==> src/cache_array.sv <==
`timescale 1ns/1ps

module cache_array #(
    parameter type payload_t = logic,
    parameter int  LANES     = 1,
    parameter int  DEPTH     = 64
) (
    input  logic                     clk,
    input  logic [LANES-1:0]         wen,
    input  logic [$clog2(DEPTH)-1:0] addr,
    input  payload_t                 data_in,
    output payload_t                 data_out
);

    localparam int WIDTH  = $bits(payload_t);
    localparam int LANE_W = WIDTH / LANES;
    localparam int AW     = $clog2(DEPTH);

    logic [LANES-1:0] wen_q;
    logic [AW-1:0]    addr_q;
    logic [WIDTH-1:0] data_q;
    logic [WIDTH-1:0] mem [DEPTH];

    // Storage starts out all zero, so every entry is invalid and clean.
    initial begin
        for (int i = 0; i < DEPTH; i++) begin
            mem[i] = '0;
        end
    end

    // Input stage.
    always_ff @(posedge clk) begin
        wen_q  <= wen;
        addr_q <= addr;
        data_q <= data_in;
    end

    // Each lane is written on its own enable at the registered address.
    always @(posedge clk) begin
        for (int l = 0; l < LANES; l++) begin
            if (wen_q[l]) begin
                mem[addr_q][l*LANE_W +: LANE_W] <= data_q[l*LANE_W +: LANE_W];
            end
        end
    end

    // Read port follows the registered address.
    assign data_out = mem[addr_q];

endmodule

==> config.mk <==
export PLATFORM = sky130hd
export DESIGN_NAME = cache_array
export DESIGN_NICKNAME = d
export VERILOG_FILES = /design/src/cache_array.sv
export SDC_FILE = /design/constraint.sdc
export NUM_CORES = 1
export LEC_CHECK = 0
export BUFFER_PORTS_ARGS = -buffer_cell sky130_fd_sc_hd__buf_2
export CORE_UTILIZATION = 55
export DETAILED_ROUTE_END_ITERATION = 10
export HOLD_SLACK_MARGIN = 0.02
export PLACE_DENSITY = 0.79
export SLEW_MARGIN = 20
export SYNTH_ARGS = -nofsm -noshare
export SYNTH_HDL_FRONTEND = slang
export SYNTH_SLANG_ARGS = --single-unit
==> constraint.sdc <==
create_clock -name clk -period 2.17 [get_ports clk]
set_clock_uncertainty 0.1 [all_clocks]
set_input_delay 0.3255 -clock clk [delete_from_list [all_inputs] [get_ports clk]]
set_output_delay 0.3255 -clock clk [all_outputs]
set_load 0.05 [all_outputs]
Word level (Yosys, flattened, before mapping)

Memory sizes are Yosys's and may differ from the RTL's. A register that Yosys moved wholly into a read port is not among the register bits.
Index checks and enable logic that the tools add are counted.

Flip-flop bits (word level): 8
Bits in writable memories: 64
Input bits: 9
Output and inout bits: 1
Logic and storage cells: 6
Memories kept: 1

Multiplexer cells: 2

Memories:

| memory | words | width | rd ports | clocked after Yosys merged registers in | wr ports | line | RTL |
|---|---|---|---|---|---|---|---|
| mem    | 64    | 1     | 1        | 1                                       | 1        | 22   | `logic [WIDTH-1:0] mem [DEPTH];` |

Operators by type and width:

| kind             | count |
|---|---|
| 2-to-1 mux 1 bit | 2 |

Logic depth before layout (Yosys ltp)

Depth after elaboration: 2
Gate-level depth with buffers: 7
Gate-level depth less buffers: 5

Worst setup path after synthesis

OpenSTA, ideal clock, no wires.

Path kind: register to output
From: reg addr_q[1] (netlist name)
To: out data_out
Arrival: 1883 ps
Data required time: 1745 ps
Slack: -138 ps
Stages on the path, launching flop included: 7
Path buffers: 1
Cell sequence: dfxtp_1 buf_6 mux2_4 a22oi_2 a21oi_1 a2111oi_2 nand4_1

RTL lines:

| what      | line | RTL |
|---|---|---|
| to (decl) | 12   | `output payload_t data_out` |

==> impl_metrics.yaml <==
detailed_routing:
  wl_per_cell_um: 19.0
  drcViolationCount: 0
  postRouteAntennaNets: 0
  firstDrtPassIters: 4
  vias: 2124
  dr_wl_met2_um: 3340
  m1WireLength_um: 3020
  drtIter0Drc: 238
  wl_met3_um: 362
  wl_um: 6860
  top_layer: "met4"
  viasPerCell: 5.87
pwr:
  vdd_drop_max_v: 0.000444
  power_density_nw_per_um2: 726
  leakagePower_nw: 1.25
yosys:
  synth_warnings: 0
  postSynthRegisterBits: 72
  syn-num-nets: 250
  synth_top_area_share_pct: 61.8
  synth_xor_area_share_pct: 0
  yosysTopAreaCell: "edfxtp_1"
  synthesis.area_um2: 3110
  synth-simple-area-share_pct: 16.3
  avgSynthCellArea_um2: 12.9
  synth_compound_area_share_pct: 6.56
  synth_area_leaders: "edfxtp_1 (62%), nor2_1 (8.9%), dfxtp_1 (5.2%), mux4_2 (3.6%), mux2i_1 (1.3%)"
  synth_fa_ha_area_share_pct: 0
  syn_inst: 241
  yosys-mux-area-fraction_pct: 7.32
  synth_top_family_by_area: "simple AND/OR/NAND/NOR gates"
  yosysSeqAreaShare_pct: 67.0
  synth_cell_types: 44
place:
  preCtsSetupSlack_ns: -0.267
  place.gp.congestion: 0.815
  place_hpwl_um: 4280
  dp.cells: 335
  place_area_um2: 3380
  portBuffers: 9
setup_path:
  crit_path_frequent_cell: "buf_6"
  endpoint_kind: "output port"
  cp_max_fo: 7
  worstSetupPathType: "register to output port"
  slowest_stage: "mux4_2"
  worstPathRequired_ns: 1.74
  start_kind: "register"
  crit_family: "compound AO/OA/AOI/OAI gates"
  cp_num_buf_inv: 2
  path_cells: "buf_6, a21o_1, mux4_2, a2111oi_4, nand4_1, buf_6"
  arrival_ns: 2.21
  critPathMaxStageDelay_ns: 0.51
run_status:
  violations: "negative setup slack"
  status: "finished with violations"
clock_tree:
  clock-root-buffer: "clkbuf_8"
  clkTransAtPathRegs_ns: 0.08
  numCtsBuffers: 9
  ctsHtreeMaxLevel: 3
  clkSinkCount: 72
  clockBufferDepth: 2
  cts_tree: "done"
  insertion_delay_ns: 0.35
grt:
  antenna_found_initial: 0
  grt_max_degree: 65
  gr-total-overflow: 0
  grt_pass1_wl_um: 10800
  grt_use_total_pct: 25.1
  grt_pass1_vias: 2030
sta:
  hold_violations: 0
  hold_ws_ns: 0.517
  fin_setup_tns_ns: -0.465
  tightest_slew_ns: 0.565
  fin_ws_ns: -0.465
  period_needed_ns: 2.64
  fin_crit_sh_pct: 121
  fmax_mhz: 379
  grt_setup_unrepaired: "true"
  max-slew-margin-rel_pct: 62.2
  setup_violations: 1
  maxSlewViolCount: 0
finish:
  syn_to_final_growth_pct: 19.0
  antennaDiodeCount: 0
  fin_nets: 294
  final_cells: 362
  fin_area_um2: 3700
  drive_gt1_share_pct: 24.1
die:
  fp.dieW_um: 77.2
  die-area_um2: 5960
  start_util_pct: 56.8
  die_y_um: 77.2
  core_um2: 5470
  rows: 27
  io_pins: 10
worst_hold_path:
  hold_class: "primary input to register"
run:
  max_cap_violations: 0
[final timing paths]
path	startpoint	to	slack, ns	cells after the start
max reg2reg	addr_q[0]	mem[62]	0.20	5
max	addr_q[0]	data_out	-0.47	6
min	addr[3]	addr_q[3]	0.52	2
min reg2reg	wen_q	mem[29]	0.70	3
[stage by stage]
step / util, % / power [mW]
2_1_floorplan: - / 1.69
3_3_place_gp: 61.7 / 1.76
3_5_place_dp: 61.7 / 1.77
4_1_cts: 67.5 / 2.69
5_1_grt: 67.6 / 2.76
6_report: 67.6 / 2.69
[layout make-up]
| cell class | instances | area, um2 |
|---|---|---|
| clock buffers | 13 | 149 |
| well taps | 72 | 90.1 |
| clock inverters | 3 | 17.5 |
| repair buffers | 48 | 375 |
| flip-flops and latches | 72 | 2090 |
| inverters | 2 | 7.51 |
| multi-input cells | 152 | 968 |
| fillers | 416 | 1770 |
[cells by family after synthesis]
kind of cell	count (synthesis)
simple gates	112
flops	72
compound gates	26
mux	14
buf+inv	17
[metal layers]
layer	vias to the layer above	track usage, %
li1	975	-
met5	-	0
met2	74	38.0
met1	1062	34.3
met4	0	12.1
met3	13	6.07
[state kept, by name, indices dropped and copies added (netlist names)]
signal and cells:
data_q 1, wen_q 1, mem 64, addr_q 6
[Yosys cell counts]
library cell	instances
mux4_2	5
nand3_1	7
nor2b_1	6
a221oi_1	3
mux2_2	2
buf_2	5
a22oi_2	1
a2bb2oi_1	2
and3_1	3
a21o_1	1
or3_1	1
nand2_1	9
mux2_4	1
a2111oi_2	1
a311o_1	1
dfxtp_1	8
nor3b_1	1
or3b_1	1
a311oi_1	1
clkbuf_2	1
clkbuf_1	5
buf_1	1
o311a_1	1
a211oi_1	2
buf_4	1
o22ai_1	1
a21oi_1	3
nand3b_1	3
a31oi_1	4
and4b_1	2
mux2_1	1
o21ai_0	2
mux2i_1	4
inv_1	2
nor2_1	74
nand4_1	2
mux4_1	1
edfxtp_1	64
buf_6	2
nand4b_1	1
nand3_2	1
a22oi_1	1
a32oi_1	2
and2_1	1
[worst register-to-register path, stage by stage (launching register included)]
cell     delay, ns
dfxtp_4       0.38
buf_6         0.13
buf_4         0.16
nor2b_1       0.22
nand3_1       0.41
nor2_1        0.26
[cell usage in the layout, fill, tap and decap left out, drive strengths merged, types with 6 or more instances in the layout]
| cell type | instances |
|---|---|
| clkbuf | 13 |
| nor2 | 74 |
| dlygate4sd3 | 8 |
| nand3 | 8 |
| nand2 | 9 |
| mux4 | 6 |
| buf | 40 |
| dfxtp | 8 |
| edfxtp | 64 |
| nor2b | 6 |
[power breakdown]
part | switching (mW) | internal [mW]
Clock | 0.476 | 0.444
Sequential | 0.0213 | 1.52
Combinational | 0.124 | 0.101
Total | 0.621 | 2.07
[repair_timing]
action / CTS / global route
buffers inserted: 3 / 0
endpoints found under the setup margin: 1 / 1
pin swaps: 2 / 0
resized for setup: 13 / 1
hold buffers: 8 / 0
hold endpoints to repair: 8 / 0
Power figures use the tool's default switching activity.
