[config.mk]
export PLATFORM = sky130hd
export DESIGN_NAME = cache_execute
export DESIGN_NICKNAME = d
export VERILOG_FILES = /design/src/cache_pkg.sv /design/src/cache_execute.sv
export SDC_FILE = /design/constraint.sdc
export NUM_CORES = 1
export LEC_CHECK = 0
export ABC_AREA = 1
export BUFFER_PORTS_ARGS = -buffer_cell sky130_fd_sc_hd__buf_4
export CORE_AREA = 2 2 486 488
export CTS_CLUSTER_DIAMETER = 40
export DETAILED_ROUTE_END_ITERATION = 7
export DIE_AREA = 0 0 488 490
export PLACE_DENSITY = 0.3
export SLEW_MARGIN = 10
export SYNTH_ARGS = -nofsm -noshare
export SYNTH_HDL_FRONTEND = slang
export SYNTH_SLANG_ARGS = --single-unit
[constraint.sdc]
create_clock -name clk -period 1.3 [get_ports clk]
set_clock_uncertainty 0.1 [all_clocks]
set_input_delay 0.13 -clock clk [delete_from_list [all_inputs] [get_ports clk]]
set_output_delay 0.13 -clock clk [all_outputs]
set_load 0.01 [all_outputs]
[src/cache_pkg.sv]
package cache_pkg;

    // ********************
    // Command encoding
    // ********************

    // Commands issued by the requester on the op input.
    typedef enum logic [1:0] {
        OP_READ  = 2'd0,
        OP_WRITE = 2'd1,
        OP_FILL  = 2'd2
    } op_e;

    // ********************
    // Data word geometry
    // ********************

    // Bytes in one data word; the byte mask has one bit per byte.
    localparam int WORD_BYTES = 4;

endpackage

[src/cache_execute.sv]
`timescale 1ns/1ps

module cache_execute #(
    parameter int  ADDR_WIDTH = 32,
    parameter int  SETS       = 64,
    parameter int  LINE_WORDS = 16,
    localparam int BYTE_W     = $clog2(cache_pkg::WORD_BYTES),
    localparam int OFFSET_W   = $clog2(LINE_WORDS),
    localparam int INDEX_W    = $clog2(SETS),
    localparam int TAG_W      = ADDR_WIDTH - INDEX_W - OFFSET_W - BYTE_W,
    localparam int WORD_BITS  = cache_pkg::WORD_BYTES * 8,
    localparam int LANES      = LINE_WORDS * cache_pkg::WORD_BYTES,
    localparam int LINE_BITS  = LINE_WORDS * WORD_BITS
) (
    input  logic                             clk,
    input  logic                             rst_n,
    input  logic                             req_fire,
    input  cache_pkg::op_e                   req_op,
    input  logic [INDEX_W-1:0]               req_index,
    input  logic [TAG_W-1:0]                 req_tag,
    input  logic [LINE_BITS-1:0]             fill_line,
    input  logic [TAG_W-1:0]                 stage_tag,
    input  logic [OFFSET_W-1:0]              stage_offset,
    input  logic [WORD_BITS-1:0]             stage_wdata,
    input  logic [cache_pkg::WORD_BYTES-1:0] stage_mask,
    input  logic [TAG_W:0]                   tag_rd,
    output logic [INDEX_W-1:0]               tag_addr,
    output logic                             tag_wen,
    output logic [TAG_W:0]                   tag_wr,
    output logic [INDEX_W-1:0]               data_addr,
    output logic [LANES-1:0]                 data_wen,
    output logic [LINE_BITS-1:0]             data_wr,
    output logic [INDEX_W-1:0]               dirty_addr,
    output logic                             dirty_wen,
    output logic                             dirty_wr,
    output logic                             line_hit
);

    logic               fill_fire;
    logic               commit_pend;
    logic [INDEX_W-1:0] commit_index;
    logic [INDEX_W-1:0] array_addr;
    logic [LANES-1:0]   commit_lanes;

    // ********************
    // Commit state
    // ********************

    // Set for the one cycle after a write is accepted.
    always_ff @(posedge clk) begin
        if (!rst_n) begin
            commit_pend <= 1'b0;
        end else begin
            commit_pend <= req_fire && (req_op == cache_pkg::OP_WRITE);
        end
    end

    always_ff @(posedge clk) begin
        if (req_fire) begin
            commit_index <= req_index;
        end
    end

    // ********************
    // Lookup
    // ********************

    // Bit TAG_W of an entry is its valid flag.
    assign line_hit = tag_rd[TAG_W] && (tag_rd[TAG_W-1:0] == stage_tag);

    assign fill_fire = req_fire && (req_op == cache_pkg::OP_FILL);

    // Byte enables of the addressed word within the line.
    assign commit_lanes = {{(LANES-cache_pkg::WORD_BYTES){1'b0}}, stage_mask}
                          << (stage_offset * cache_pkg::WORD_BYTES);

    // ********************
    // Array ports
    // ********************

    // The commit cycle owns the arrays; no request can fire in it.
    assign array_addr = commit_pend ? commit_index : req_index;
    assign tag_addr   = array_addr;
    assign data_addr  = array_addr;
    assign dirty_addr = array_addr;

    // Only a fill installs a tag.
    assign tag_wen = fill_fire;
    assign tag_wr  = {1'b1, req_tag};

    always_comb begin
        if (commit_pend) begin
            data_wen = line_hit ? commit_lanes : '0;
            data_wr  = {LINE_WORDS{stage_wdata}};
        end else begin
            data_wen = fill_fire ? '1 : '0;
            data_wr  = fill_line;
        end
    end

    // A write hit marks the line dirty, a fill cleans it.
    assign dirty_wen = commit_pend ? line_hit : fill_fire;
    assign dirty_wr  = commit_pend;

endmodule

* Word-level counts from Yosys, hierarchy flattened
Cells that the tools add are included.
Storage, ports and cells: register bits 7, bits of input ports 624, output and inout port bits 619, word-level logic and storage cells 15
Cells by class: eq/ne operators 3, shift-type cells 1, multiplexer cells 6, reduce and logical (&&, ||, !) cells 3
Operator list (number):
- $mux W512 | 1
- $mux W64 | 3
- $shl A4 B6 Y64 | 1
- $eq A20 B20 Y1 | 1
- $mux W6 | 1
- $logic_and A1 B1 Y1 | 3
- $eq A2 B1 Y1 const B | 1
- $eq A2 B2 Y1 const B | 1
- $mux W1 | 1

* Longest topological paths before layout
word-level depth 4, gate-level depth with buffers 10, mapped depth without buffers 8

* Least setup slack after synthesis
Ideal clock, no wire load.
path kind reg2out, start register commit_pend, in the netlist dirty_wr, end output port dirty_addr[0], data arrival time 1.313 ns, data required time 1.070 ns, setup slack -0.243 ns, cell stages (with the launch flop) 5, buffers on the path 3, path through dfxtp_1 buf_2 buf_2 mux2_2 buf_4
Between the ends: longest elaborated chain between the ends 1
Ends and longest elaborated chain:
- start, declared | RTL line cache_execute.sv:40 | logic commit_pend;
- start signal, assigned | RTL line cache_execute.sv:54 | commit_pend <= req_fire && (req_op == cache_pkg::OP_WRITE);
- $mux W6 | RTL line cache_execute.sv:82 | assign array_addr = commit_pend ? commit_index : req_index;
- end, declared | RTL line cache_execute.sv:33 | output logic [INDEX_W-1:0] dirty_addr,
No other way between the ends.

* Worst setup path in the final report
start register commit_pend, in the netlist dirty_wr, end output port data_wen[59]
Between the ends: longest elaborated chain between the ends 1
Ends and longest elaborated chain:
- $mux W64 | RTL line cache_execute.sv:92 | if (commit_pend) begin
- end, declared | RTL line cache_execute.sv:31 | output logic [LANES-1:0] data_wen,
No other way between the ends.

==> flow_summary_export.csv <==
group,metric,value,unit
placement,hpwl,191300,um
yosys,synth_top_area_share,35.62,%
timing,finalHoldViolations,0,
yosys,syn_area_per_cell,4.850,um^2
routing,ant_nets,0,
routing,wl,206700,um
routing,drt_iter0_drc,697,
placement,dp_cells,5874,
yosys,synth.area.top_cells,"o21ai_0, inv_1, o21bai_2",
routing,drc,0,
timing,fin_tns_setup,-350.29,ns
yosys,synthCells,1483,
routing,post_drt_wl_per_cell,34.65,um
global_route,grt_usage,16.50,%
timing,rsz0062_at_grt,"yes",
floorplan,die_y,490,um
routing,first_pass_iters,4,
timing,fin_crit,2.069,ns
cells_and_area,drive_above_1_share,57.87,%
cells_and_area,nets,3376,
critical_path,cp.arrival,1.84,ns
global_route,gr-total-overflow,0,
critical_path,crit_slowest_cell,"dfxtp_4",
placement,numPortBuffers,1201,
yosys,mappedNetlistArea,7193,um^2
flow_run,drv_cap,0,
power,p_per_area,357.5,nW/um^2
power,p_leak,11.98,nW
clock_network,htree_levels,1,
cells_and_area,syn_to_final_growth,227.6,%
clock_network,numCtsBuffers,3,
critical_path,path_max_fanout,18,
critical_path,critPathKind,"flop to output pin",
cells_and_area,n_fill_cell,27770,
yosys,seq_area_frac_synth,2.783,%
cells_and_area,fin_cells,5965,
floorplan,dieArea,239100,um^2
power,power,8.426,mW
critical_path,crit_chain,"buf_6 -> buf_6 -> nor4_4 -> buf_4 -> buf_12 -> buf_12 -> o21bai_2 -> buf_4",
timing,finalWorstSetupSlack,-0.7694,ns
yosys,synth_edf_count,6,
power,max-vdd-ir-drop,0.2230,mV
critical_path,cp_top_family,"buffers and inverters",
timing,fmax,483.2,MHz
placement,gp_congestion,1.085,
global_route,grt_pass1_vias,16460,
routing,vias,16400,
clock_network,clk_path_buf_depth,2,
floorplan,row_count,178,
yosys,synth_cell_type_count,24,
yosys,yosysWarnings,0,
yosys,synth-seq-cells,7,
cells_and_area,regArea,203.9,um^2
cells_and_area,multi_input_area,5064,um^2
outcome,violations,"setup timing",
floorplan,coreArea,234100,um^2
global_route,antenna_found_initial,306,
yosys,synth_top_cell_by_area,"o21ai_0",
timing,period_share,159.2,%
routing,viasPerCell,2.749,
critical_path,critPathBufInv,6,
critical_path,startpoint_type,"flop",
timing,slew_viol_final,0,
floorplan,initial_utilization,3.073,%
yosys,synth_nets,2107,
hold_path,hp-class,"input pin to flop",
floorplan,die-width,488,um
global_route,grt_pass1_wl,242200,um
clock_network,cts_tree,"built",
yosys,synthFlopType,"edfxtp_1",
critical_path,cp.required,1.07,ns
floorplan,io_pins,1243,
clock_network,clk_pin_slew_worst_paths,0.04,ns
global_route,grt_max_degree,53,
outcome,status,"finished, violations left",
critical_path,worstSetupEndpointType,"output pin",
critical_path,critical-path-max-stage-delay,0.35,ns
timing,setup_viol,596,
clock_network,clock_sinks,7,
clock_network,cts-root-buf,"clkbuf_16",
timing,hold_slack,0.02012,ns
yosys,async_flop_share,0,%
metrics by stage:
step	area, um^2	setup slack (ns)	util, %
5_1_grt	23470	-0.8189	10.02
4_1_cts	22930	-0.7691	9.795
6_report	23570	-0.7694	10.07
3_5_place_dp	22300	-0.9699	9.528
2_1_floorplan	7909	-0.04280	-
3_3_place_gp	22300	-0.9836	9.528
cell families (layout without fill, tap and decap cells):
family,after synthesis,count (layout),synth area share [%]
and+or+nand+nor,178,178,11.38
muxes,6,6,0.9392
buffers and inverters,709,1977,39.52
AOI/OAI and AO/OA,581,581,45.21
xor gates and xnor gates,1,1,0.1218
other,1,65,0.05213
DFF,7,7,2.783
path summary, 6_finish.rpt:
kind	from	end	slack, ns	cells after the start
worst max-delay path	dirty_wr	data_wen[59]	-0.77	8
worst min-delay path	req_index[1]	commit_index[1]	0.02	1
routing by layer:
layer | routed length (um) | GRT usage (%) | up-vias
li1 | - | - | 7115
met1 | 75150 | 17.26 | 7576
met2 | 94460 | 27.33 | 1168
met3 | 30150 | 10.94 | 368
met4 | 5873 | 3.527 | 170
met5 | 1047 | 0 | -
sequential cells by signal (all words and copies together) (netlist names):
signal        cells
dirty_wr          1
commit_index      6
Yosys cell counts, types with 2 or more instances:
cell      number
o21ai_1        5
inv_2          3
buf_2         13
nand4_1       33
o21ai_0      512
nand2_1       77
clkbuf_1     106
nor3_1        10
inv_1        548
or2_2          2
o21bai_1      15
o21bai_2      49
nor2_1        19
buf_6          5
mux2_2         6
buf_4         34
edfxtp_1       6
nand3_1       34
power by group:
group	internal, mW	switching [mW]
registers	0.261	0.00503
clock network	0.408	0.116
logic	3.65	3.99
total	4.32	4.11
cell type report:
type / instances / share of cell area [%]
inverters: 551 / 8.776
multi-input cells: 767 / 21.49
flip-flops and latches: 7 / 0.8654
clock buffers: 4 / 0.3345
diodes: 64 / 0.6796
well taps: 3150 / 16.72
repair buffers: 1422 / 51.14
cell usage in the layout, fill, tap and decap left out, drive strengths merged, types with 3 or more instances in the layout:
cell type    count
nand2           77
nor3            10
o21ai          517
buf           1412
nand4           33
dlygate4sd3      6
inv            551
o21bai          64
nand3           34
edfxtp           6
diode           64
or2              3
clkbuf           7
mux2             6
nor2            19
repair_timing:
item,CTS,global route
endpoints found under the setup margin,596,597
gates resized for setup,126,148
buffers inserted,8,6
hold endpoints to repair,6,0
hold buffers,6,0
cloned,2,3
pin swaps,3,6
No activity file was read; power rests on OpenSTA's default activity.
