## src/cache_pkg.sv

```systemverilog
package cache_pkg;

    // ********************
    // Command encoding
    // ********************

    // Commands issued by the requester on the op input.
    typedef enum logic [1:0] {
        OP_READ  = 2'd0,
        OP_WRITE = 2'd1,
        OP_FILL  = 2'd2
    } op_e;

    // ********************
    // Data word geometry
    // ********************

    // Bytes in one data word; the byte mask has one bit per byte.
    localparam int WORD_BYTES = 4;

endpackage

```

## src/cache_result.sv

```systemverilog
`timescale 1ns/1ps

module cache_result #(
    parameter int  ADDR_WIDTH = 32,
    parameter int  SETS       = 64,
    parameter int  LINE_WORDS = 16,
    localparam int BYTE_W     = $clog2(cache_pkg::WORD_BYTES),
    localparam int OFFSET_W   = $clog2(LINE_WORDS),
    localparam int INDEX_W    = $clog2(SETS),
    localparam int TAG_W      = ADDR_WIDTH - INDEX_W - OFFSET_W - BYTE_W,
    localparam int WORD_BITS  = cache_pkg::WORD_BYTES * 8,
    localparam int LINE_BITS  = LINE_WORDS * WORD_BITS
) (
    input  logic                  stage_valid,
    input  cache_pkg::op_e        stage_op,
    input  logic [INDEX_W-1:0]    stage_index,
    input  logic [OFFSET_W-1:0]   stage_offset,
    input  logic                  line_hit,
    input  logic [TAG_W:0]        tag_rd,
    input  logic                  dirty_rd,
    input  logic [LINE_BITS-1:0]  line_rd,
    output logic                  resp_valid,
    output logic                  hit,
    output logic [WORD_BITS-1:0]  rdata,
    output logic                  victim_valid,
    output logic                  victim_dirty,
    output logic [ADDR_WIDTH-1:0] victim_addr
);

    logic is_fill;
    logic old_valid;

    assign is_fill   = stage_valid && (stage_op == cache_pkg::OP_FILL);
    assign old_valid = tag_rd[TAG_W];

    // Every accepted command answers in the following cycle.
    assign resp_valid = stage_valid;
    assign hit        = stage_valid && line_hit;

    // Same word select for a read hit and for the evicted line of a fill.
    assign rdata = line_rd[stage_offset*WORD_BITS +: WORD_BITS];

    // Victim is the line still held at the index before the fill lands.
    assign victim_valid = is_fill && old_valid;
    assign victim_dirty = is_fill && old_valid && dirty_rd;

    // Line aligned, so the offset and byte bits are zero.
    assign victim_addr = {tag_rd[TAG_W-1:0], stage_index, {(OFFSET_W+BYTE_W){1'b0}}};

endmodule

```

## config.mk

```make
export PLATFORM = sky130hd
export DESIGN_NAME = cache_result
export DESIGN_NICKNAME = d
export VERILOG_FILES = /design/src/cache_pkg.sv /design/src/cache_result.sv
export SDC_FILE = /design/constraint.sdc
export NUM_CORES = 1
export LEC_CHECK = 0
export ABC_AREA = 1
export BUFFER_PORTS_ARGS = -buffer_cell sky130_fd_sc_hd__clkbuf_2
export CORE_AREA = 2 2 239 241
export DETAILED_ROUTE_END_ITERATION = 6
export DIE_AREA = 0 0 241 243
export GPL_TIMING_DRIVEN = 0
export SYNTH_ARGS = -nofsm -noshare
export SYNTH_HDL_FRONTEND = slang
export SYNTH_SLANG_ARGS = --single-unit
```

## constraint.sdc

```tcl
create_clock -name vclk -period 3
set_input_delay 0.75 -clock vclk [all_inputs]
set_output_delay 0.75 -clock vclk [all_outputs]
set_load 0.02 [all_outputs]
```

## Yosys cells after proc, flatten, opt, wreduce, memory -nomap -nowiden

Cells that the tools add are included.
Widths: inputs -> output; s select.

| storage, ports and cells | value |
|---|---|
| register bits | 0 |
| latch bits | 0 |
| bits in writable memories | 0 |
| ROM bits | 0 |
| input port bits | 548 |
| output and inout port bits | 68 |
| logic and storage cells | 6 |
| memories | 0 |

| cells by class | value |
|---|---|
| $add $sub $neg | 0 |
| multiply operators | 0 |
| divide/modulo/power cells | 0 |
| magnitude comparators | 0 |
| equality and inequality tests | 1 |
| shifts and indexed selects | 1 |
| muxes and demuxes | 0 |
| bitwise operators | 0 |
| reduce and logical (&&, ||, !) cells | 4 |

Operators by type and width:

| kind | number |
|---|---|
| $shiftx 512x10->32 | 1 |
| $logic_and 1x1->1 | 4 |
| $eq 2x2->1 const B | 1 |

## Longest topological paths before layout

| depth | value |
|---|---|
| depth after elaboration | 4 |
| mapped depth | 10 |
| mapped depth without buffers | 7 |

## Least setup slack after synthesis

OpenSTA, ideal clock, no wires.

| timing path | value |
|---|---|
| path type | input to output |
| from | input stage_op[1] |
| to | output victim_dirty |
| arrival time | 1.678 ns |
| slack | 0.572 ns |
| cell stages on the path | 3 |
| buffers on the path | 0 |
| cells stage by stage | nand2_1 nor3b_1 and2_1 |

| on the way | value |
|---|---|
| word-level cells in the longest chain between the ends | 4 |

Ends and longest elaborated chain:

| item | line | RTL |
|---|---|---|
| from (decl) | cache_result.sv:15 | `input cache_pkg::op_e stage_op,` |
| $eq 2x2->1 | cache_result.sv:33 | `assign is_fill = stage_valid && (stage_op == cache_pkg::OP_FILL);` |
| $logic_and 1x1->1 | cache_result.sv:33 |  |
| $logic_and 1x1->1 | -- |  |
| named net victim_valid | cache_result.sv:25 | `output logic victim_valid,` |
| $logic_and 1x1->1 | cache_result.sv:45 | `assign victim_dirty = is_fill && old_valid && dirty_rd;` |
| to (decl) | cache_result.sv:26 | `output logic victim_dirty,` |

The timed path passes the listed nets, and every way through them passes these cells.

## Worst setup path in the final report

| timing path | value |
|---|---|
| from | input stage_offset[0] |
| to | output rdata[17] |

| on the way | value |
|---|---|
| word-level cells in the longest chain between the ends | 1 |

Ends and longest elaborated chain:

| item | line | RTL |
|---|---|---|
| from (decl) | cache_result.sv:17 | `input logic [OFFSET_W-1:0] stage_offset,` |
| $shiftx 512x10->32 | cache_result.sv:41 | `assign rdata = line_rd[stage_offset*WORD_BITS +: WORD_BITS];` |
| to (decl) | cache_result.sv:24 | `output logic [WORD_BITS-1:0] rdata,` |

No other way between the ends.

==> summary.txt <==
CTS
  – Number of buffers inserted by hold repair at cts: 0

Cells and area
  – Fill count: 6814
  – Number of standard cells in the final layout excluding fillers: 2940
  – Sequential cell count: 0
  – Net count reported at finish: 2728
  – Final standard cell utilization of the core: 20.2%
  – Layout cells sized above 1: 34.1%
  – Area growth syn-to-layout: 63.5%
  – Total of clock buffers placed in the layout: 0
  – Sequential standard cell area: 0 µm²

Floorplan
  – Width of the chip: 241 µm
  – Initial standard-cell utilization of the core: 12.3%
  – IO Pins: 616
  – Num rows: 87
  – Y dimension of the die: 243 µm
  – Full die area: 58600 µm²
  – Floorplan core area: 56000 µm²

Logic synthesis
  – Share of synthesized area occupied by flip-flops and latches: 0%
  – Area share of the largest cell type after synthesis: 36.7%
  – Synthesized area: 6900 µm²
  – Synth top cells by count: sky130_fd_sc_hd__nand2_1, sky130_fd_sc_hd__inv_1, sky130_fd_sc_hd__nand3_1
  – Synth top area cells: sky130_fd_sc_hd__nand2_1, sky130_fd_sc_hd__nand3_1, sky130_fd_sc_hd__inv_1
  – Most frequent cell after synthesis: sky130_fd_sc_hd__nand2_1
  – Biggest area consumer among synthesized cells: sky130_fd_sc_hd__nand2_1
  – Average instance area after synthesis: 4.34 µm²
  – Post-synth cell types: 14
  – Gate count after technology mapping: 1588
  – Number of warnings printed during yosys synthesis: 0

Global route
  – Number of antenna violations at the first check in global routing: 6
  – Number of global-route vias before repair: 11.1k
  – Overflow after GRT: 0
  – Maximum number of pins on one net before global-route repair: 11
  – Global-route wire length before repair: 78.4 mm
  – Global Route Usage Sum: 19.1%

Critical path
  – Classification of the worst setup path: input pin to primary output
  – Arrival time worst endpoint: 2.22 ns
  – Largest fanout of any net on the critical path: 10
  – Critical path startpoint category: input pin
  – Critical path endpoint category: primary output
  – CP required: 2.25 ns

Pwr
  – Reg power frac: 0%
  – Leakage power: 0.00776 µW
  – Switching pwr: 1070 µW
  – Proportion of power drawn by combinational gates: 100.0%
  – Net switching fraction of the power: 60.6%
  – Power Internal: 696 µW
  – Cell area power density: 157 nW/µm²
  – Clk pwr share: 0%
  – Total Power Consumption: 1770 µW
  – Peak supply drop: 0.0000503 V

Worst hold path
  – Tightest Hold Check Type: input pin to primary output
  – Endpoint of the worst hold path: victim_addr[12]
  – Worst min-delay path startpoint: tag_rd[0]
  – Hold path depth: 2

Timing
  – Slew HR: 57.7%
  – Timing-limited maximum frequency: 336 MHz
  – Actual transition at the worst max-transition pin: 0.635 ns
  – RSZ-0062 raised after global routing: yes
  – Clock period minus final worst setup slack: 2.97 ns
  – Final count of negative-setup-slack endpoints: 0
  – Final slew viol count: 0
  – Final hold violation count: 0
  – Period utilization: 99.1%

Placed design
  – HPWL after DPL: 49.7 mm
  – Final estimated routing congestion in global placement: 0.905
  – Count of input and output buffers: 582
  – Total placed cells including tap cells: 2931

Detailed routing
  – Violation count after the first detailed-routing iteration: 667
  – Via-to-Cell Ratio: 3.93
  – Total number of vias: 11.5k
  – Detailed-route wire length per cell: 20.0 µm
  – Detailed-routing iteration count for the pre-antenna-repair pass: 6
  – Wire length after detailed routing: 58.9 mm
  – Final routed DRC violation total: 0
  – Post-DRT Antenna Nets: 0

Outcome
  – Outcome: finished clean

Job
  – Maximum Capacitance Violations: 0
## per-stage QoR
step / hold WS (ns) / instance area [µm²] / worst slack, ns / setup TNS [ns]
CTS: 1.73 / 11100 / -0.0252 / -0.0388
global route: 1.73 / 11300 / -0.0589 / -0.0746
global placement: 1.72 / 10800 / -0.952 / -17.89
detailed placement: 1.73 / 10800 / -0.940 / -18.00
floorplan: 1.59 / 6910 / 0.572 / 0
finish: 1.72 / 11300 / 0.0273 / 0
## cell type report
class | count | area [µm²] | area share, %
antenna | 6 | 15.0 | 0.133
buffer | 138 | 1240 | 11.0
inverter | 389 | 1470 | 13.0
multi-input combinational | 1066 | 4670 | 41.4
tap | 756 | 946 | 8.39
timing repair buffer | 585 | 2940 | 26.1
## cells in the final DEF (no fill, tap or decap), drive strengths merged
cell type	instances
buf	129
clkbuf	594
conb	6
and2	1
clkinvlp	1
nor3b	1
inv	388
diode	6
nand2	674
nand3	384
## what timing repair did
action	CTS	global route
resized for setup	105	37
endpoints found under the setup margin	32	29
pin swaps	0	1
setup buffers	0	3
## kinds of logic (layout without fill, tap and decap cells)
kind of cell | Yosys count | in the layout | share of synthesized area, %
buffers and inverters | 527 | 1112 | 35.2
other | 1 | 12 | 0.0544
AND/OR/NAND/NOR | 1060 | 1060 | 64.8
## critical path, cell delays in order
cell and delay, ns:
sky130_fd_sc_hd__buf_6 0.12, sky130_fd_sc_hd__inv_6 0.05, sky130_fd_sc_hd__buf_12 0.16, sky130_fd_sc_hd__buf_4 0.14, sky130_fd_sc_hd__buf_6 0.14, sky130_fd_sc_hd__nand2_1 0.06
sky130_fd_sc_hd__nand3_1 0.07, sky130_fd_sc_hd__nand3_1 0.20, sky130_fd_sc_hd__nand3_2 0.19, sky130_fd_sc_hd__nand2_1 0.14, sky130_fd_sc_hd__clkbuf_2 0.18
## power by group through the flow
| stage | sequential (µW) | clock, µW | combinational, µW |
|---|---|---|---|
| after floorplan | 0 | 0 | 839 |
| after global placement | 0 | 0 | 1690 |
| after detailed placement | 0 | 0 | 1700 |
| after CTS | 0 | 0 | 1760 |
| after global routing | 0 | 0.000134 | 1950 |
| final | 0 | 0.000334 | 1770 |
## metal layers
| layer | global-route usage [%] | vias up | routed length [µm] |
|---|---|---|---|
| met4 | 7.59 | 2 | 2560 |
| met5 | 0 | - | 13 |
| met3 | 1.92 | 89 | 3690 |
| li1 | - | 5816 | - |
| met2 | 31.5 | 605 | 26500 |
| met1 | 25.3 | 5030 | 26100 |
## worst max path at each step
| stage | startpoint | endpoint | slack [ns] | cells past startpoint |
|---|---|---|---|---|
| 6_report | stage_offset[0] | rdata[17] | 0.03 | 11 |
| 5_1_grt | stage_offset[1] | rdata[31] | -0.06 | 9 |
| 4_1_cts | stage_offset[1] | rdata[16] | -0.03 | 9 |
| 3_5_place_dp | stage_offset[2] | rdata[27] | -0.94 | 7 |
| 3_3_place_gp | stage_offset[2] | rdata[27] | -0.95 | 7 |
| 2_1_floorplan | stage_op[1] | victim_dirty | 0.57 | 3 |
Power figures use the tool's default switching activity.
