===== src/cache_pkg.sv =====
package cache_pkg;

    // ********************
    // Command encoding
    // ********************

    // Commands issued by the requester on the op input.
    typedef enum logic [1:0] {
        OP_READ  = 2'd0,
        OP_WRITE = 2'd1,
        OP_FILL  = 2'd2
    } op_e;

    // ********************
    // Data word geometry
    // ********************

    // Bytes in one data word; the byte mask has one bit per byte.
    localparam int WORD_BYTES = 4;

endpackage


===== src/cache_decode.sv =====
`timescale 1ns/1ps

module cache_decode #(
    parameter int  ADDR_WIDTH = 32,
    parameter int  SETS       = 64,
    parameter int  LINE_WORDS = 16,
    localparam int BYTE_W     = $clog2(cache_pkg::WORD_BYTES),
    localparam int OFFSET_W   = $clog2(LINE_WORDS),
    localparam int INDEX_W    = $clog2(SETS),
    localparam int TAG_W      = ADDR_WIDTH - INDEX_W - OFFSET_W - BYTE_W,
    localparam int WORD_BITS  = cache_pkg::WORD_BYTES * 8
) (
    input  logic                             clk,
    input  logic                             rst_n,
    input  logic                             req,
    input  cache_pkg::op_e                   op,
    input  logic [ADDR_WIDTH-1:0]            addr,
    input  logic [WORD_BITS-1:0]             wdata,
    input  logic [cache_pkg::WORD_BYTES-1:0] wmask,
    output logic                             ready,
    output logic                             req_fire,
    output cache_pkg::op_e                   req_op,
    output logic [INDEX_W-1:0]               req_index,
    output logic [TAG_W-1:0]                 req_tag,
    output logic                             stage_valid,
    output cache_pkg::op_e                   stage_op,
    output logic [TAG_W-1:0]                 stage_tag,
    output logic [INDEX_W-1:0]               stage_index,
    output logic [OFFSET_W-1:0]              stage_offset,
    output logic [WORD_BITS-1:0]             stage_wdata,
    output logic [cache_pkg::WORD_BYTES-1:0] stage_mask
);

    logic [OFFSET_W-1:0] req_offset;

    // The address splits into tag, index, word offset and byte in word.
    assign req_offset = addr[BYTE_W +: OFFSET_W];
    assign req_index  = addr[BYTE_W+OFFSET_W +: INDEX_W];
    assign req_tag    = addr[ADDR_WIDTH-1 -: TAG_W];
    assign req_op     = op;
    assign req_fire   = req && ready;

    // A write holds off the next command for its commit cycle.
    always_ff @(posedge clk) begin
        if (!rst_n) begin
            ready       <= 1'b1;
            stage_valid <= 1'b0;
        end else begin
            ready       <= !(req_fire && (op == cache_pkg::OP_WRITE));
            stage_valid <= req_fire;
        end
    end

    // Fields held for the cycle in which the arrays answer.
    always_ff @(posedge clk) begin
        if (req_fire) begin
            stage_op     <= op;
            stage_tag    <= req_tag;
            stage_index  <= req_index;
            stage_offset <= req_offset;
            stage_wdata  <= wdata;
            stage_mask   <= wmask;
        end
    end

endmodule


===== config.mk =====
export PLATFORM = sky130hd
export DESIGN_NAME = cache_decode
export DESIGN_NICKNAME = d
export VERILOG_FILES = /design/src/cache_pkg.sv /design/src/cache_decode.sv
export SDC_FILE = /design/constraint.sdc
export NUM_CORES = 1
export LEC_CHECK = 0
export BUFFER_PORTS_ARGS = -buffer_cell sky130_fd_sc_hd__buf_2
export CORE_AREA = 2 2 69 88
export DETAILED_ROUTE_END_ITERATION = 8
export DIE_AREA = 0 0 71 90
export GPL_TIMING_DRIVEN = 0
export PLACE_DENSITY = 0.81
export SLEW_MARGIN = 25
export SYNTH_ARGS = -nofsm -noshare
export SYNTH_HDL_FRONTEND = slang
export SYNTH_SLANG_ARGS = --single-unit
export TNS_END_PERCENT = 30

===== constraint.sdc =====
create_clock -name clk -period 2.7 [get_ports clk]
set_clock_uncertainty 0.15 [all_clocks]
set_input_delay 0.27 -clock clk [delete_from_list [all_inputs] [get_ports clk]]
set_output_delay 0.27 -clock clk [all_outputs]
set_load 0.01 [all_outputs]

=== Word-level counts from Yosys, hierarchy flattened ===
Index checks and enable logic that the tools add are counted.

* Register bits after elaboration: 70
* Latch bits: 0
* Memory bits (writable): 0
* Bits in read-only memories: 0
* Output and inout bits: 99
* Word-level logic and storage cells: 12
* Memories kept: 0

* Add/sub/neg operators: 0
* Multiply operators: 0
* Divide/modulo/power cells: 0
* Magnitude comparators: 0
* Eq/ne operators: 1
* Shift operators: 0
* Muxes and demuxes: 0
* Bitwise operators: 0
* Reductions and logical operators: 3

{| class="wikitable"
|+ Operator list
! kind !! number
|-
| equality test 2 x 1 -> 1 bit (second input constant) || 1
|-
| logical AND 1 bit || 2
|-
| logical NOT 1 bit || 1
|}

=== Depth between registers and ports, before layout ===
Gate-level depths: netlist of the first run.

* Depth after elaboration: 3
* Mapped depth: 2
* Gate-level depth less buffers: 2

=== Worst setup path before layout of the first run ===
OpenSTA, ideal clock, no wires.

* Path type: flip-flop to flip-flop
* Start: reg ready
* End: reg stage_index[0] (enable)
* Setup time: 398 ps
* Arrival time: 1338 ps
* Slack: 814 ps
* Cell stages (with the launch flop): 2
* Path through: dfxtp_1 and2_2

* Longest elaborated chain between the ends: 1

{| class="wikitable"
|+ RTL lines
! element !! RTL line !! text
|-
| start, declared || cache_decode.sv:20 || <nowiki>output logic ready,</nowiki>
|-
| start signal, assigned || cache_decode.sv:49 || <nowiki>ready <= !(req_fire && (op == cache_pkg::OP_WRITE));</nowiki>
|-
| logical AND 1 bit || cache_decode.sv:41 || <nowiki>assign req_fire = req && ready;</nowiki>
|-
| named net req_fire || cache_decode.sv:21 || <nowiki>output logic req_fire,</nowiki>
|-
| end signal, assigned || cache_decode.sv:59 || <nowiki>stage_index <= req_index;</nowiki>
|-
| end, declared || cache_decode.sv:28 || <nowiki>output logic [INDEX_W-1:0] stage_index,</nowiki>
|}

The timed path passes the listed nets, and every way through them passes these cells.
A chain may end at the register's enable or synchronous reset.

=== Worst setup path in the final report of the first run ===
* Start: reg ready
* End: out req_fire

* Longest elaborated chain between the ends: 1

{| class="wikitable"
|+ RTL lines
! element !! RTL line
|-
| logical AND 1 bit || cache_decode.sv:41
|-
| end, declared || cache_decode.sv:21
|}

Every way passes these cells.

==> impl_metrics.json, run 1 <==
{
  "finalWorstPathRequiredPeriod_ns": 2.00,
  "dieWidth_um": 71,
  "cts.sinks": 70,
  "drcViolationCount": 0,
  "vias_per_cell": 4.41,
  "multi_input_comb_area_um2": 31.3,
  "synth-warning-count": 0,
  "place_congestion": 0.747,
  "floorplan.die_area_mm2": 0.00639,
  "synthCells": 101,
  "clk_root_buffer_cell": "sky130_fd_sc_hd__clkbuf_8",
  "grt_pass1_vias": 2108,
  "first_pass_grt_wire_length_mm": 10.7,
  "final.hold.worst_slack_ns": 0.0846,
  "fin_total_pwr_mw": 2.35,
  "globalRouteMet1Util_pct": 20.5,
  "initial_core_util_pct": 41.3,
  "cp_data_arrival_time_ns": 1.58,
  "most_frequent_standard_cell_in_the_layout_excluding_fill_and_tap_cells": "sky130_fd_sc_hd__buf_2",
  "final-hold-violation-count": 0,
  "port_buffers": 169,
  "layout-area-overhead-vs-synth_pct": 77.6,
  "cts_buffer_depth": 2,
  "wl_per_cell_um": 17.1,
  "setup_crit_end_kind": "output pin",
  "ys_seq_area_share_pct": 89.7,
  "antenna_violations_before_repair": 0,
  "p_leak_nw": 1.87,
  "netlist_area_before_placement_mm2": 0.00232,
  "placed_wire_length_estimate_mm": 4.07,
  "min_period_over_period_pct": 74.0,
  "stdcell_area_mm2": 0.00413,
  "grt_remaining_overflow": 0,
  "timing.final.setup_violations": 0,
  "timing.slew.headroom_pct": 79.7,
  "grt_setup_unrepaired": "false",
  "drv.max_cap_violation_count": 0,
  "drive_above_1_share_pct": 60.8,
  "synth-seq-cells": 70,
  "maxClockFrequency_mhz": 501,
  "report.final.slew_viol_count": 0,
  "cts_tree": "built",
  "die_h_um": 90,
  "synth_top_cell_area_share_pct": 87.9,
  "top_library_cells_by_usage_in_the_layout_fill_and_taps_aside": "169 x sky130_fd_sc_hd__buf_2, 68 x sky130_fd_sc_hd__dlygate4sd3_1, 68 x sky130_fd_sc_hd__edfxtp_1",
  "peakVddDrop_mv": 0.391,
  "detailroute.via_count": 1856,
  "post_synth_num_cell_types": 6,
  "detail_route.iter0.violations": 109,
  "worstMarginPinSlew_ns": 0.305,
  "wl_mm": 7.20,
  "post_cts_resized": 0,
  "ios": 172,
  "std_cell_rows": 31,
  "drt.antenna.violating_nets": 0,
  "cts.reportedPaths.clkPinSlew_ns": 0.07,
  "regArea_mm2": 0.00208,
  "setup_total_negative_slack_ns": 0,
  "nets": 423,
  "placedInstanceArea_mm2": 0.00327,
  "clock_latency_ns": 0.33,
  "cts_made_buffers": 9,
  "h-tree-depth": 3,
  "filler_cell_count": 347,
  "worstSetupPathType": "reg2out",
  "crit_start_category": "flop",
  "design.core.area_mm2": 0.00562,
  "numPlacedInstances": 337,
  "groute.layer.met3.usage_pct": 6.95,
  "post_synth.cell_area_avg_um2": 23.0,
  "finalNonFillerCells": 421,
  "global_route.usage.met2_pct": 44.8,
  "grt.busiest_layer": "met2",
  "run_status": "finished, final reports clean",
  "mappedNetlistNets": 174,
  "pin_count_of_the_biggest_net_entering_global_routing": 49,
  "worst-path-max-fanout": 48,
  "first_pass_iters": 4,
  "top_area_cells_in_the_synthesized_netlist": "sky130_fd_sc_hd__edfxtp_1 88%, sky130_fd_sc_hd__buf_4 9.1%, sky130_fd_sc_hd__dfxtp_1 1.7%",
  "num_antenna_cells": 0,
  "global_route_usage_over_all_layers_pct": 23.2,
  "p_per_area_mw_per_mm2": 570,
  "critPathRequiredTime_ns": 2.28,
  "synth_top_cell_by_area": "sky130_fd_sc_hd__edfxtp_1",
  "holdCritPathClass": "in2reg"
}
## synth_stat cells
| master | instances |
|---|---|
| sky130_fd_sc_hd__and3_4 | 1 |
| sky130_fd_sc_hd__buf_4 | 28 |
| sky130_fd_sc_hd__dfxtp_1 | 2 |
| sky130_fd_sc_hd__and2_2 | 1 |
| sky130_fd_sc_hd__nand3b_2 | 1 |
| sky130_fd_sc_hd__edfxtp_1 | 68 |
## path summary, 6_finish.rpt
path,start,end,slack (ns),cells after the start
setup / recovery,ready,req_fire,0.70,3
setup reg to reg,ready,stage_tag[2],1.17,2
hold reg to reg,ready,stage_valid,0.40,1
hold / removal,rst_n,stage_valid,0.08,2
## worst max-delay path, cell delays in order, from the launching register on
cell	delay, ns
sky130_fd_sc_hd__dfxtp_1	0.38
sky130_fd_sc_hd__and2_4	0.36
sky130_fd_sc_hd__buf_12	0.30
sky130_fd_sc_hd__buf_2	0.19
## what timing repair did
item | CTS | global route
setup endpoints to repair | 0 | 0
endpoints found under the hold margin | 69 | 0
hold buffers | 68 | 0
setup buffers | 0 | 0
## state kept, by name (all words and copies together) (netlist names)
name,flops
stage_offset,4
stage_wdata,32
stage_op,2
stage_mask,4
ready,1
stage_tag,20
stage_index,6
stage_valid,1
## layout make-up
type                            count  area share, %
Buffer                             28           5.10
Clock inverter                      7           1.18
Multi-Input combinational cell      3          0.758
Tap cell                           66           2.00
Clock buffer                        9           3.00
Sequential cell                    70           50.5
Timing Repair Buffer              238           37.5
## cell families (layout without fill, tap and decap cells)
kind of cell	count (synthesis)	count (layout)	share of synthesized area [%]
DFF	70	70	89.7
buffers and inverters	28	282	9.05
and+or+nand+nor	3	3	1.29
## where the power goes
part	switching (mW)	internal, mW
Combinational	0.148	0.183
Sequential	0.0167	1.26
Clock	0.407	0.334
## per-layer routing
metal | part of all wire [%] | vias to the layer above | routed length [um]
li1 | - | 851 | -
met1 | 32 | 880 | 2290
met2 | 58 | 104 | 4210
met3 | 6.4 | 21 | 461
met4 | 3.4 | 0 | 243
met5 | 0 | - | 0
## per-stage QoR
stage	util (%)	setup WS (ns)
6_report	73.3	0.703
3_3_place_gp	57.8	0.446
5_1_grt	73.3	0.626
3_5_place_dp	58.2	1.08
4_1_cts	73.3	0.708
2_1_floorplan	-	0.814
Power figures use the tool's default switching activity.
==> run 2, diff against run 1 <==
--- a/config.mk
+++ b/config.mk
@@ -6,11 +6,11 @@
 export NUM_CORES = 1
 export LEC_CHECK = 0
 export BUFFER_PORTS_ARGS = -buffer_cell sky130_fd_sc_hd__buf_2
-export CORE_AREA = 2 2 69 88
+export CORE_AREA = 2 2 75 95
 export DETAILED_ROUTE_END_ITERATION = 8
-export DIE_AREA = 0 0 71 90
+export DIE_AREA = 0 0 77 97
 export GPL_TIMING_DRIVEN = 0
-export PLACE_DENSITY = 0.81
+export PLACE_DENSITY = 0.73
 export SLEW_MARGIN = 25
 export SYNTH_ARGS = -nofsm -noshare
 export SYNTH_HDL_FRONTEND = slang
==> constraint.sdc (replaced) <==
create_clock -name clk -period 1.83 [get_ports clk]
set_clock_uncertainty 0.15 [all_clocks]
set_input_delay 0.183 -clock clk [delete_from_list [all_inputs] [get_ports clk]]
set_output_delay 0.183 -clock clk [all_outputs]
set_load 0.01 [all_outputs]
==> impl_metrics.json, run 2 (synthesized netlist as in run 1, its figures left out) <==
{
  "dieWidth_um": 77,
  "grt_setup_unrepaired": "false",
  "std_cell_rows": 33,
  "h-tree-depth": 3,
  "cts.reportedPaths.clkPinSlew_ns": 0.07,
  "wl_per_cell_um": 14.7,
  "pin_count_of_the_biggest_net_entering_global_routing": 36,
  "worst-path-max-fanout": 34,
  "initial_core_util_pct": 35.6,
  "port_buffers": 169,
  "top_library_cells_by_usage_in_the_layout_fill_and_taps_aside": "169 x sky130_fd_sc_hd__buf_2, 69 x sky130_fd_sc_hd__dlygate4sd3_1, 68 x sky130_fd_sc_hd__edfxtp_1",
  "nets": 425,
  "regMostFlops": "stage_wdata",
  "cts_buffer_depth": 2,
  "ios": 172,
  "report.final.slew_viol_count": 0,
  "cts_made_buffers": 9,
  "critPathRequiredTime_ns": 1.64,
  "critPathBufInv": 0,
  "setup_crit_end_kind": "flop",
  "placed_wire_length_estimate_mm": 3.95,
  "die_h_um": 97,
  "critical_path.cell_chain": "and2_2",
  "holdCritPathClass": "in2reg",
  "min_period_over_period_pct": 91.9,
  "design.core.area_mm2": 0.00652,
  "largest_reg_flops": 32,
  "detailroute.via_count": 1817,
  "fin_total_pwr_mw": 3.67,
  "family_of_cells_with_the_greatest_summed_delay_on_the_critical_path": "simple AND/OR/NAND/NOR gates",
  "timing.final.setup_violations": 0,
  "cts.sinks": 70,
  "vias_per_cell": 4.09,
  "peakVddDrop_mv": 0.516,
  "drv.max_cap_violation_count": 0,
  "grt_pass1_vias": 1924,
  "worstMarginPinSlew_ns": 0.807,
  "first_pass_iters": 4,
  "most_frequent_standard_cell_in_the_layout_excluding_fill_and_tap_cells": "sky130_fd_sc_hd__buf_2",
  "clock_latency_ns": 0.33,
  "cp_data_arrival_time_ns": 1.49,
  "floorplan.die_area_mm2": 0.00747,
  "worstSetupPathType": "reg2reg",
  "cts_tree": "built",
  "detail_route.iter0.violations": 82,
  "largestRegisters": "stage_wdata (32), stage_tag (20), stage_index (6)",
  "p_per_area_mw_per_mm2": 875,
  "place_congestion": 0.724,
  "final-hold-violation-count": 0,
  "antenna_violations_before_repair": 0,
  "drive_above_1_share_pct": 60.5,
  "p_leak_nw": 1.89,
  "finalWorstPathRequiredPeriod_ns": 1.68,
  "first_pass_grt_wire_length_mm": 9.58,
  "num_antenna_cells": 0,
  "crit_start_category": "flop",
  "timing.slew.headroom_pct": 46.2,
  "drcViolationCount": 0,
  "setup_total_negative_slack_ns": 0,
  "post_cts_resized": 0,
  "clk_root_buffer_cell": "sky130_fd_sc_hd__clkbuf_8",
  "maxClockFrequency_mhz": 595,
  "grt_remaining_overflow": 0,
  "worst_path_max_delay_cell": "sky130_fd_sc_hd__and2_2",
  "slowest_cell_delay_on_critical_path_ns": 0.72,
  "drt.antenna.violating_nets": 0,
  "layout-area-overhead-vs-synth_pct": 80.7,
  "run_status": "finished, final reports clean",
  "global_route_usage_over_all_layers_pct": 17.4,
  "wl_mm": 6.51
}
==> run 2: changes by cell type in the layout (fill, tap and decap cells not counted), sizes merged, moves of 2 or more <==
cell	previous run	this run
clkinv	2	4
and2	1	3
inv	2	0
clkinvlp	3	1
bufinv	0	2
==> run 2: routing by layer <==
layer	track usage [%]	wire length (um)
met1	17.5	2250
met2	31.6	3640
met3	5.32	416
met4	9.48	207
met5	0	0
==> run 2: cell type report <==
class / count / area [um2]
fillers: 504 / 2330
clock buffers: 9 / 124
plain buffers: 28 / 210
repair buffers: 238 / 1540
multi-input cells: 5 / 46.3
flip-flops and latches: 70 / 2080
clock inverters: 7 / 88.8
well taps: 87 / 109
==> run 2: path summary, 6_finish.rpt <==
| check | from | endpoint | slack [ns] | depth (start not counted) |
|---|---|---|---|---|
| setup / recovery | ready | stage_tag[0] | 0.15 | 1 |
| hold / removal | req | stage_valid | 0.06 | 2 |
| setup reg to reg | ready | stage_tag[0] | 0.15 | 1 |
| hold reg to reg | ready | stage_valid | 0.44 | 1 |
==> run 2: what timing repair did <==
item,CTS,global route
hold endpoints to repair,70,0
hold buffers,69,0
pin swaps,1,1
setup buffers,0,0
setup endpoints to repair,1,1
cloned,1,1
==> run 2: through the flow <==
step           setup slack (ns)  util, %  hold WS (ns)  area (um2)  cells
2_1_floorplan             0.309        -         0.116        2320    101
5_1_grt                  0.0202     64.3        0.0501        4200    444
3_3_place_gp              0.166     50.2         0.210        3280    357
3_5_place_dp              0.134     50.2         0.211        3280    357
4_1_cts                  0.0402     64.2        0.0201        4190    443
6_report                  0.148     64.3        0.0571        4200    444
==> run 2: report_power, final <==
| group | internal [mW] | switching [mW] | total [mW] | leakage, nW |
|---|---|---|---|---|
| sequential | 1.86 | 0.0215 | 1.89 | 0.679 |
| clock | 0.758 | 0.553 | 1.31 | 0.104 |
| combinational | 0.268 | 0.209 | 0.477 | 1.11 |
| total | 2.89 | 0.783 | 3.67 | 1.89 |
==> run 3, diff against run 2 <==
==> constraint.sdc (replaced) <==
create_clock -name clk -period 1.4 [get_ports clk]
set_clock_uncertainty 0.15 [all_clocks]
set_input_delay 0.14 -clock clk [delete_from_list [all_inputs] [get_ports clk]]
set_output_delay 0.14 -clock clk [all_outputs]
set_load 0.01 [all_outputs]
==> impl_metrics.json, run 3 (synthesized netlist as in run 1, its figures left out) <==
{
  "run_status": "finished, final reports clean",
  "p_per_area_mw_per_mm2": 1130,
  "detailroute.via_count": 1850,
  "final.hold.worst_slack_ns": 0.227,
  "die_h_um": 97,
  "report.final.slew_viol_count": 0,
  "wl_mm": 6.49,
  "regMostFlops": "stage_wdata",
  "power_switching_share_pct": 21.2,
  "first_pass_iters": 4,
  "place_congestion": 0.671,
  "design.core.area_mm2": 0.00652,
  "final-hold-violation-count": 0,
  "peakVddDrop_mv": 1.01,
  "timing.slew.headroom_pct": 72.5,
  "maxClockFrequency_mhz": 728,
  "vias_per_cell": 4.14,
  "detail_route.iter0.violations": 39,
  "drt.antenna.violating_nets": 0,
  "worstSetupPathType": "in2out",
  "crit_start_category": "primary input",
  "initial_core_util_pct": 35.6,
  "comb_power_share_pct": 13.2,
  "cellInternalPower_mw": 3.78,
  "dieWidth_um": 77,
  "port_buffers": 169,
  "wl_per_cell_um": 14.5,
  "grt_setup_unrepaired": "false",
  "switchingPower_mw": 1.02,
  "nets": 428,
  "worst-path-max-fanout": 2,
  "worstMarginPinSlew_ns": 0.413,
  "share_seq_of_total_power_pct": 51.3,
  "min_period_over_period_pct": 98.2,
  "std_cell_rows": 33,
  "cp_data_arrival_time_ns": 1.08,
  "grt_pass1_vias": 1987,
  "h-tree-depth": 3,
  "cts.reportedPaths.clkPinSlew_ns": 0.07,
  "most_frequent_standard_cell_in_the_layout_excluding_fill_and_tap_cells": "sky130_fd_sc_hd__buf_2",
  "drive_above_1_share_pct": 61.1,
  "pin_count_of_the_biggest_net_entering_global_routing": 35,
  "cts_tree": "built",
  "top_library_cells_by_usage_in_the_layout_fill_and_taps_aside": "168 x sky130_fd_sc_hd__buf_2, 70 x sky130_fd_sc_hd__dlygate4sd3_1, 68 x sky130_fd_sc_hd__edfxtp_1",
  "holdCritPathClass": "in2reg",
  "fin_total_pwr_mw": 4.80,
  "layout-area-overhead-vs-synth_pct": 82.3,
  "antenna_violations_before_repair": 0,
  "setup_crit_end_kind": "output pin",
  "clock_latency_ns": 0.33,
  "clk_root_buffer_cell": "sky130_fd_sc_hd__clkbuf_8",
  "timing.final.setup_violations": 0,
  "first_pass_grt_wire_length_mm": 9.69,
  "cts_made_buffers": 9,
  "drcViolationCount": 0,
  "largestRegisters": "stage_wdata (32), stage_tag (20), stage_index (6)",
  "power.clock.fraction_pct": 35.5,
  "critPathRequiredTime_ns": 1.11,
  "cts_buffer_depth": 2,
  "cts.sinks": 70,
  "largest_reg_flops": 32,
  "ios": 172,
  "numPlacedInstances": 357,
  "floorplan.die_area_mm2": 0.00747,
  "num_antenna_cells": 0,
  "finalWorstPathRequiredPeriod_ns": 1.37,
  "finalNonFillerCells": 447,
  "drv.max_cap_violation_count": 0,
  "grt_remaining_overflow": 0,
  "p_leak_nw": 1.91,
  "global_route_usage_over_all_layers_pct": 17.5
}
==> run 3: final timing paths <==
path                               start               to  cells past startpoint  slack, ns
worst max-delay path            addr[27]      req_tag[15]                      4       0.03
worst max register to register     ready     stage_tag[9]                      1       0.11
worst min register to register     ready      stage_valid                      1       0.42
worst min-delay path                 req  stage_wdata[27]                      2       0.23
==> run 3: power groups by stage <==
stage	clock [mW]	sequential (mW)	combinational [mW]
floorplan	0	2.58	0.122
CTS	1.74	2.46	0.621
global route	1.81	2.47	0.678
finish	1.71	2.46	0.634
global placement	0	2.51	0.450
detailed placement	0	2.51	0.458
==> run 3: metal layers <==
metal  share of wire, %  global-route usage, %  vias up
li1                   -                      -      864
met1                 32                   15.8      858
met2                 58                   34.2      106
met3                7.0                   4.94       22
met4                3.3                   8.93        0
met5                  0                      0        -
==> run 3: layout make-up <==
class / instances / area (um2)
fillers: 482 / 2290
flip-flops and latches: 70 / 2090
repair buffers: 240 / 1560
plain buffers: 28 / 210
clock buffers: 9 / 124
well taps: 87 / 109
clock inverters: 7 / 88.8
multi-input cells: 6 / 55.1
==> run 3: metrics by stage <==
step / area (um2) / util (%) / setup TNS [ns] / worst slack [ns]
5_1_grt: 4230 / 64.9 / 0 / 0.0120
2_1_floorplan: 2320 / - / -4.98 / -0.0732
3_3_place_gp: 3280 / 50.3 / -11.99 / -0.190
3_5_place_dp: 3280 / 50.3 / -13.09 / -0.209
4_1_cts: 4220 / 64.7 / -0.0797 / -0.0797
6_report: 4230 / 64.9 / 0 / 0.0257
==> run 3: timing repair <==
action	CTS	global route
pin swaps	1	0
gates cloned	2	1
endpoints found under the setup margin	69	19
resized for setup	3	0
hold endpoints to repair	70	0
hold buffers	70	0
buffers inserted	0	1
==> run 3: critical path, cell delays in order <==
cell and delay [ns]:
sky130_fd_sc_hd__dlygate4sd3_1 0.55, sky130_fd_sc_hd__buf_2 0.14, sky130_fd_sc_hd__buf_4 0.12, sky130_fd_sc_hd__buf_2 0.13
